[src/verilog/rv32m_pkg.sv]
package rv32m_pkg;

   localparam int XLEN      = 32;
   localparam int DIV_STEPS = 32;
   localparam int DIVR_W    = XLEN + DIV_STEPS - 1;   // divisor slides down from bit 31 to bit 0

   // codes follow funct3 of the M extension
   typedef enum logic [2:0] {
      OP_MUL    = 3'd0,
      OP_MULH   = 3'd1,
      OP_MULHSU = 3'd2,
      OP_MULHU  = 3'd3,
      OP_DIV    = 3'd4,
      OP_DIVU   = 3'd5,
      OP_REM    = 3'd6,
      OP_REMU   = 3'd7
   } m_op_e;

   typedef enum logic [1:0] {
      DIV_IDLE = 2'd0,
      DIV_EXEC = 2'd1,
      DIV_DONE = 2'd2
   } div_state_e;

   function automatic logic is_div_op(input m_op_e op);
      return op[2];   // funct3 bit 2 splits divider from multiplier
   endfunction

   // the result lives in the upper half of the raw word for
   // the high-product operations and for the remainder
   function automatic logic hi_word(input m_op_e op);
      logic hi;
      case (op)
         OP_MULH, OP_MULHSU, OP_MULHU: hi = 1'b1;
         OP_REM, OP_REMU:              hi = 1'b1;
         default:                      hi = 1'b0;
      endcase
      return hi;
   endfunction

endpackage

[src/verilog/m_raw_if.sv]
`timescale 1ns/1ps

interface m_raw_if;

   logic                           valid;    // one-cycle strobe, never stalled
   rv32m_pkg::m_op_e               op;
   logic [2*rv32m_pkg::XLEN-1:0]   raw;
   logic                           negate;   // selected word must be two's complemented

   modport unit (
      output valid, op, raw, negate
   );

   modport merge (
      input valid, op, raw, negate
   );

endinterface

[src/verilog/m_req_if.sv]
`timescale 1ns/1ps

interface m_req_if;

   logic                         issue;   // one-cycle strobe
   rv32m_pkg::m_op_e             op;
   logic [rv32m_pkg::XLEN-1:0]   rs1;
   logic [rv32m_pkg::XLEN-1:0]   rs2;
   logic                         busy;    // divider iterating, issues dropped

   modport source (
      output issue, op, rs1, rs2,
      input  busy
   );

   modport mul (
      input issue, op, rs1, rs2, busy
   );

   modport div (
      input  issue, op, rs1, rs2,
      output busy
   );

endinterface

[src/verilog/m_div_iter.sv]
`timescale 1ns/1ps

module m_div_iter (
   input logic   CLK,
   input logic   RST_N,
   m_req_if.div  req,
   m_raw_if.unit res
);

   rv32m_pkg::div_state_e          state;
   rv32m_pkg::m_op_e               op_q;
   logic                           sign_q;
   logic [rv32m_pkg::XLEN-1:0]     dividend;    // ends up holding the remainder
   logic [rv32m_pkg::DIVR_W-1:0]   divisor;
   logic [rv32m_pkg::XLEN-1:0]     quotient;
   logic [rv32m_pkg::XLEN-1:0]     q_mask;
   logic                           start;
   logic                           op_signed;
   logic                           rs1_neg;
   logic                           rs2_neg;
   logic [rv32m_pkg::XLEN-1:0]     rs1_mag;
   logic [rv32m_pkg::XLEN-1:0]     rs2_mag;
   logic                           sign_next;
   logic                           fits;

   // a new divide can start while the previous one is presenting its result
   assign start = req.issue && rv32m_pkg::is_div_op(req.op) &&
                  (state != rv32m_pkg::DIV_EXEC);

   assign op_signed = (req.op == rv32m_pkg::OP_DIV) || (req.op == rv32m_pkg::OP_REM);
   assign rs1_neg   = op_signed && req.rs1[rv32m_pkg::XLEN-1];
   assign rs2_neg   = op_signed && req.rs2[rv32m_pkg::XLEN-1];
   assign rs1_mag   = rs1_neg ? -req.rs1 : req.rs1;
   assign rs2_mag   = rs2_neg ? -req.rs2 : req.rs2;

   // a zero divisor keeps the all-ones quotient unsigned
   assign sign_next = ((req.op == rv32m_pkg::OP_DIV) && (rs1_neg ^ rs2_neg) && (|req.rs2)) ||
                      ((req.op == rv32m_pkg::OP_REM) && rs1_neg);

   assign fits = divisor <= {{(rv32m_pkg::DIVR_W-rv32m_pkg::XLEN){1'b0}}, dividend};

   always_ff @(posedge CLK) begin
      if (!RST_N) begin
         state <= rv32m_pkg::DIV_IDLE;
      end else begin
         case (state)
            rv32m_pkg::DIV_EXEC: begin
               if (q_mask[0]) begin
                  state <= rv32m_pkg::DIV_DONE;   // last quotient bit resolved this edge
               end
            end
            default: begin
               if (start) begin
                  state <= rv32m_pkg::DIV_EXEC;
               end else begin
                  state <= rv32m_pkg::DIV_IDLE;
               end
            end
         endcase
      end
   end

   always_ff @(posedge CLK) begin
      if (start) begin
         dividend <= rs1_mag;
         divisor  <= {rs2_mag, {(rv32m_pkg::DIV_STEPS-1){1'b0}}};
         quotient <= '0;
         q_mask   <= {1'b1, {(rv32m_pkg::XLEN-1){1'b0}}};
         op_q     <= req.op;
         sign_q   <= sign_next;
      end else if (state == rv32m_pkg::DIV_EXEC) begin
         if (fits) begin
            dividend <= dividend - divisor[rv32m_pkg::XLEN-1:0];   // upper bits are zero here
            quotient <= quotient | q_mask;
         end
         divisor <= divisor >> 1;
         q_mask  <= q_mask >> 1;
      end
   end

   assign req.busy   = (state == rv32m_pkg::DIV_EXEC);
   assign res.valid  = (state == rv32m_pkg::DIV_DONE);
   assign res.op     = op_q;
   assign res.raw    = {dividend, quotient};
   assign res.negate = sign_q;

endmodule

[src/verilog/m_mul_pipe.sv]
`timescale 1ns/1ps

module m_mul_pipe (
   input logic   CLK,
   input logic   RST_N,
   m_req_if.mul  req,
   m_raw_if.unit res
);

   logic                                 accept;
   logic                                 a_signed;
   logic                                 b_signed;
   logic                                 s1_valid;
   rv32m_pkg::m_op_e                     s1_op;
   logic signed [rv32m_pkg::XLEN:0]      s1_a;
   logic signed [rv32m_pkg::XLEN:0]      s1_b;
   logic signed [2*rv32m_pkg::XLEN+1:0]  product;
   logic                                 s2_valid;
   rv32m_pkg::m_op_e                     s2_op;
   logic [2*rv32m_pkg::XLEN-1:0]         s2_prod;

   assign accept   = req.issue && !req.busy && !rv32m_pkg::is_div_op(req.op);
   assign a_signed = (req.op == rv32m_pkg::OP_MULH) || (req.op == rv32m_pkg::OP_MULHSU);
   assign b_signed = (req.op == rv32m_pkg::OP_MULH);

   // 33x33 signed covers every signed/unsigned mix
   assign product = s1_a * s1_b;

   always_ff @(posedge CLK) begin
      if (!RST_N) begin
         s1_valid <= 1'b0;
         s2_valid <= 1'b0;
      end else begin
         s1_valid <= accept;
         s2_valid <= s1_valid;
      end
   end

   always_ff @(posedge CLK) begin
      if (accept) begin
         s1_a  <= {a_signed & req.rs1[rv32m_pkg::XLEN-1], req.rs1};
         s1_b  <= {b_signed & req.rs2[rv32m_pkg::XLEN-1], req.rs2};
         s1_op <= req.op;
      end
      s2_prod <= product[2*rv32m_pkg::XLEN-1:0];   // upper two bits are only sign copies
      s2_op   <= s1_op;
   end

   assign res.valid  = s2_valid;
   assign res.op     = s2_op;
   assign res.raw    = s2_prod;
   assign res.negate = 1'b0;

endmodule

[src/verilog/m_result_merge.sv]
`timescale 1ns/1ps

module m_result_merge (
   input  logic                         CLK,
   input  logic                         RST_N,
   m_raw_if.merge                       mul_res,
   m_raw_if.merge                       div_res,
   output logic                         ready,
   output logic [rv32m_pkg::XLEN-1:0]   rd
);

   logic                           src_valid;
   rv32m_pkg::m_op_e               src_op;
   logic [2*rv32m_pkg::XLEN-1:0]   src_raw;
   logic                           src_neg;
   logic [rv32m_pkg::XLEN-1:0]     word;
   logic [rv32m_pkg::XLEN-1:0]     result;

   assign src_valid = mul_res.valid || div_res.valid;

   // the two units never strobe in the same cycle
   always_comb begin
      if (mul_res.valid) begin
         src_op  = mul_res.op;
         src_raw = mul_res.raw;
         src_neg = mul_res.negate;
      end else begin
         src_op  = div_res.op;
         src_raw = div_res.raw;
         src_neg = div_res.negate;
      end
   end

   assign word = rv32m_pkg::hi_word(src_op) ?
                 src_raw[2*rv32m_pkg::XLEN-1:rv32m_pkg::XLEN] :
                 src_raw[rv32m_pkg::XLEN-1:0];

   assign result = src_neg ? -word : word;   // divider sign fix-up

   always_ff @(posedge CLK) begin
      if (!RST_N) begin
         ready <= 1'b0;
         rd    <= '0;
      end else begin
         ready <= src_valid;
         if (src_valid) begin
            rd <= result;   // holds between results
         end
      end
   end

endmodule

[src/verilog/rv32m_unit.sv]
`timescale 1ns/1ps

module rv32m_unit (
   input  logic                         CLK,
   input  logic                         RST_N,
   input  logic                         issue,
   input  logic [2:0]                   op,
   input  logic [rv32m_pkg::XLEN-1:0]   rs1,
   input  logic [rv32m_pkg::XLEN-1:0]   rs2,
   output logic                         busy,
   output logic                         ready,
   output logic [rv32m_pkg::XLEN-1:0]   rd
);

   m_req_if req_bus ();
   m_raw_if mul_raw ();
   m_raw_if div_raw ();

   assign req_bus.issue = issue;
   assign req_bus.op    = rv32m_pkg::m_op_e'(op);   // funct3 maps straight onto the enum
   assign req_bus.rs1   = rs1;
   assign req_bus.rs2   = rs2;
   assign busy          = req_bus.busy;

   m_mul_pipe i_mul (
      .CLK   (CLK),
      .RST_N (RST_N),
      .req   (req_bus.mul),
      .res   (mul_raw.unit)
   );

   m_div_iter i_div (
      .CLK   (CLK),
      .RST_N (RST_N),
      .req   (req_bus.div),
      .res   (div_raw.unit)
   );

   m_result_merge i_merge (
      .CLK     (CLK),
      .RST_N   (RST_N),
      .mul_res (mul_raw.merge),
      .div_res (div_raw.merge),
      .ready   (ready),
      .rd      (rd)
   );

endmodule
[config.mk]
export PLATFORM = sky130hd
export DESIGN_NAME = rv32m_unit
export DESIGN_NICKNAME = d
export VERILOG_FILES = /design/src/verilog/rv32m_pkg.sv /design/src/verilog/m_raw_if.sv /design/src/verilog/m_req_if.sv /design/src/verilog/m_div_iter.sv /design/src/verilog/m_mul_pipe.sv /design/src/verilog/m_result_merge.sv /design/src/verilog/rv32m_unit.sv
export SDC_FILE = /design/constraint.sdc
export NUM_CORES = 2
export LEC_CHECK = 0
export BUFFER_PORTS_ARGS = -buffer_cell sky130_fd_sc_hd__clkbuf_2
export CAP_MARGIN = 20
export CORE_UTILIZATION = 42
export DETAILED_ROUTE_END_ITERATION = 8
export GPL_TIMING_DRIVEN = 0
export PLACE_DENSITY = 0.55
export SETUP_SLACK_MARGIN = 0.05
export SYNTH_ARGS = -nofsm -noshare
export SYNTH_HDL_FRONTEND = slang
export SYNTH_HIERARCHICAL = 1
export SYNTH_SLANG_ARGS = --single-unit
export TNS_END_PERCENT = 5
[constraint.sdc]
create_clock -name CLK -period 25.4 [get_ports CLK]
set_clock_uncertainty 0.1 [all_clocks]
set_input_delay 6.35 -clock CLK [delete_from_list [all_inputs] [get_ports CLK]]
set_output_delay 6.35 -clock CLK [all_outputs]
set_load 0.1 [all_outputs]
==> metrics <==
layout cell share with drive strength beyond 1 5.097%; clock sinks 336; Total Nets Final approximately 7300; # setup viols final 0; Cell variety after synth 109; TritonCTS Buffers 34; largest net degree at the start of global routing 27; setup TNS 0 ns; Arr. time, crit path 11.91 ns; Max-Cap Viols 0; crit-path max FO 10; Worst-Skew Late Latency 0.55 ns; Design Area, Final 0.05896 sq mm; Worst Max-Slew Pin Slew 1.281 ns; Post-synth EDFFs approximately 140; die area 0.1321 sq mm; Hold Crit Start i_mul/s1_op[0]; Post-Syn Area 0.05486 sq mm; vias in the first global route 43910; All-Layer GR Usage 33.25%; Hold Vio Cnt, Final 0; CP max stage delay 1.03 ns; Root Buffer clkbuf_16; Routed Antenna Nets 0; Crit. Startpoint i_mul/s1_b[0]; Layout Area Growth over Synthesis 7.484%; Synth Area in Compound Gates 8.090%; number of hold buffers added after CTS 0; Synth Area in Adders 47.43%; initial core utilization 42.36%; Slew headroom 14.57%; dpl cells approximately 7600; Crit Path Class flop to flop; dominant cells by area after synthesis fa_1 (41%), inv_1 (8.1%), edfxtp_1 (7.5%); slowest CP cell fa_1; Synth Area in XOR/XNOR 2.890%; clk slew on worst S/H paths 0.07 ns; setup bufs post-CTS 0; crit path cell chain clkbuf_1, nand2_1, inv_1, fa_1, fa_1, fa_1, inv_1, fa_1, inv_1, fa_1, fa_1, fa_1, fa_1, ha_1, nand4_1, nor4_1, nand2_1, a311oi_1, a211oi_2, a211oi_2, nor2_1, o21ai_1, a21oi_1, xnor2_1; Core Region 0.1295 sq mm; most frequent cell after synthesis inv_1; Synth Area in Simple Gates 14.97%; post-route minimum period 11.60 ns; largest area contributor in the synthesized netlist fa_1; Worst Path Required about 26 ns; Cell Area, Placed 0.05772 sq mm; First-pass DRT Iterations 8; TritonCTS clock tree yes; worst hold slack 0.2406 ns; Avg Cell Area, Syn 9.609 sq um; Tcrit/Tclk final 45.68%; first-pass GRT wire length 310000 um; post-DP HPWL 178900 um; initial drt markers ~4200; cell mode on critical path fa_1; worst hold endpoint i_mul/res.op[0]; total number of vias 42620; Syn. warnings 6; Fmax 0.08619 GHz; synthesized flop and latch total 336; worst hold path type flop to flop; R2R cell count 24; reg2reg start i_mul/s1_b[0]; synthesized instance count about 5700; status completed; die width 363.4 um; top cell type's share of synthesized area around two fifths; mux cell area share after synthesis under 10%; syn_nets 7183; H-tree depth 2; reg2reg end i_mul/res.raw[63]; CP Launch Type flop; register-to-register setup slack 13.80 ns; DRC Markers 0; RSZ-0062 raised after global routing false; WL final 216400 um; largest family of logic cells by synthesized area adder cells; vias per cell 5.563; # IOs 104; # port buffers 103; WL per Instance 28.24 um; grt total ovfl 0; GP Congestion between 1 and 1.5; Max Slew Vio Count 0; top cells by count, synth inv_1 (1182), fa_1 (1126), nand2_1 (653), and2_1 (554), ha_1 (278); ys async rst share 0%; Die Height between 300 and 400 um; sequential cell area fraction in the yosys report around 15%; crit end category flop; hold-critical path depth 0; clk buf depth 3; PostCTS Resize Cnt 0; ys flop type dfxtp_1; Non-Filler Instances 7662; initial antenna violation count 36; FP Rows 132
-- sequential cells by signal, summed over array words and instances, names as in the netlist --
| name | count |
|---|---|
| i_div/dividend | 32 |
| i_div/divisor | 63 |
| i_div/q_mask | 32 |
| i_div/quotient | 32 |
| i_div/res.negate | 1 |
| i_div/res.op | 3 |
| i_div/state | 2 |
| i_merge/rd | 32 |
| i_merge/ready | 1 |
| i_mul/res.op | 3 |
| i_mul/res.raw | 64 |
| i_mul/res.valid | 1 |
| i_mul/s1_a | 33 |
| i_mul/s1_b | 33 |
| i_mul/s1_op | 3 |
| i_mul/s1_valid | 1 |
-- cell families (layout without fill, tap and decap cells) --
logic type / after synthesis / after routing
simple gates: 1606 / 1606
buf+inv: 1480 / 1657
fa+ha+maj: 1404 / 1404
compound gates: 656 / 656
flops: 336 / 336
xor+xnor: 181 / 181
mux: 45 / 45
other cells: 1 / 35
-- metrics by stage --
stage	setup WS (ns)	utilization [%]
6_report	13.80	45.53
4_1_cts	13.89	45.39
2_1_floorplan	13.26	-
3_5_place_dp	13.96	44.58
5_1_grt	13.49	45.48
3_3_place_gp	10.38	44.45
-- placed cells by master, fill, tap and decap left out, drive strengths merged, types with 16 or more instances in the layout --
cell and n:
o22ai 34, nand2b 26, mux2i 20, o21ai 154, a21oi 171, and2 554, a21o 45, nand4 25
a211oi 16, clkbuf 405, mux4 23, a31oi 26, xor2 79, nand2 653, edfxtp 137, fa 1126
ha 278, xnor2 102, o31ai 25, inv 1184, nor4 29, a22o 69, nor2b 40, buf 49
nor2 124, dfxtp 199, nor3 36, o41ai 17, nand3 41, diode 34
-- worst max-delay path: cells and delay by family, from the launching register on --
kind                       cells  cell delay (ns)
xor gates and xnor gates       1             0.35
adders and majority gates      9             5.42
AOI/OAI and AO/OA              5             1.55
buffers and inverters          4             1.52
DFF                            1             0.75
and+or+nand+nor                5             1.71
-- metal layers --
metal	vias to the layer above	global-route usage, %	share of wire, %
met4	14	18.63	6.8
met5	-	0	0.037
met2	2180	50.04	43
li1	17880	-	-
met3	493	6.950	9.4
met1	22050	44.62	41
-- how the worst max path moves through the flow --
| stage | to | cells after the start |
|---|---|---|
| floorplan | i_mul/s1_a[0] | 1 |
| global placement | i_mul/s1_a[4] | 2 |
| detailed placement | i_mul/res.raw[63] | 24 |
| CTS | i_mul/res.raw[63] | 24 |
| global route | i_mul/res.raw[63] | 24 |
| finish | i_mul/res.raw[63] | 24 |
-- final cells by class --
cell class | count | area (sq um)
fillers | 12850 | 70520
multi-input cells | 3893 | 41070
flip-flops and latches | 336 | 8098
inverters | 1186 | 4453
well taps | 1742 | 2180
plain buffers | 294 | 1247
clock buffers | 41 | 939.7
repair buffers | 120 | 765.7
clock inverters | 16 | 117.6
diodes | 34 | 85.08
Power is left out: the tool's default activity adds up to more than one toggle a clock period on the data nets, which glitch-free logic cannot reach.
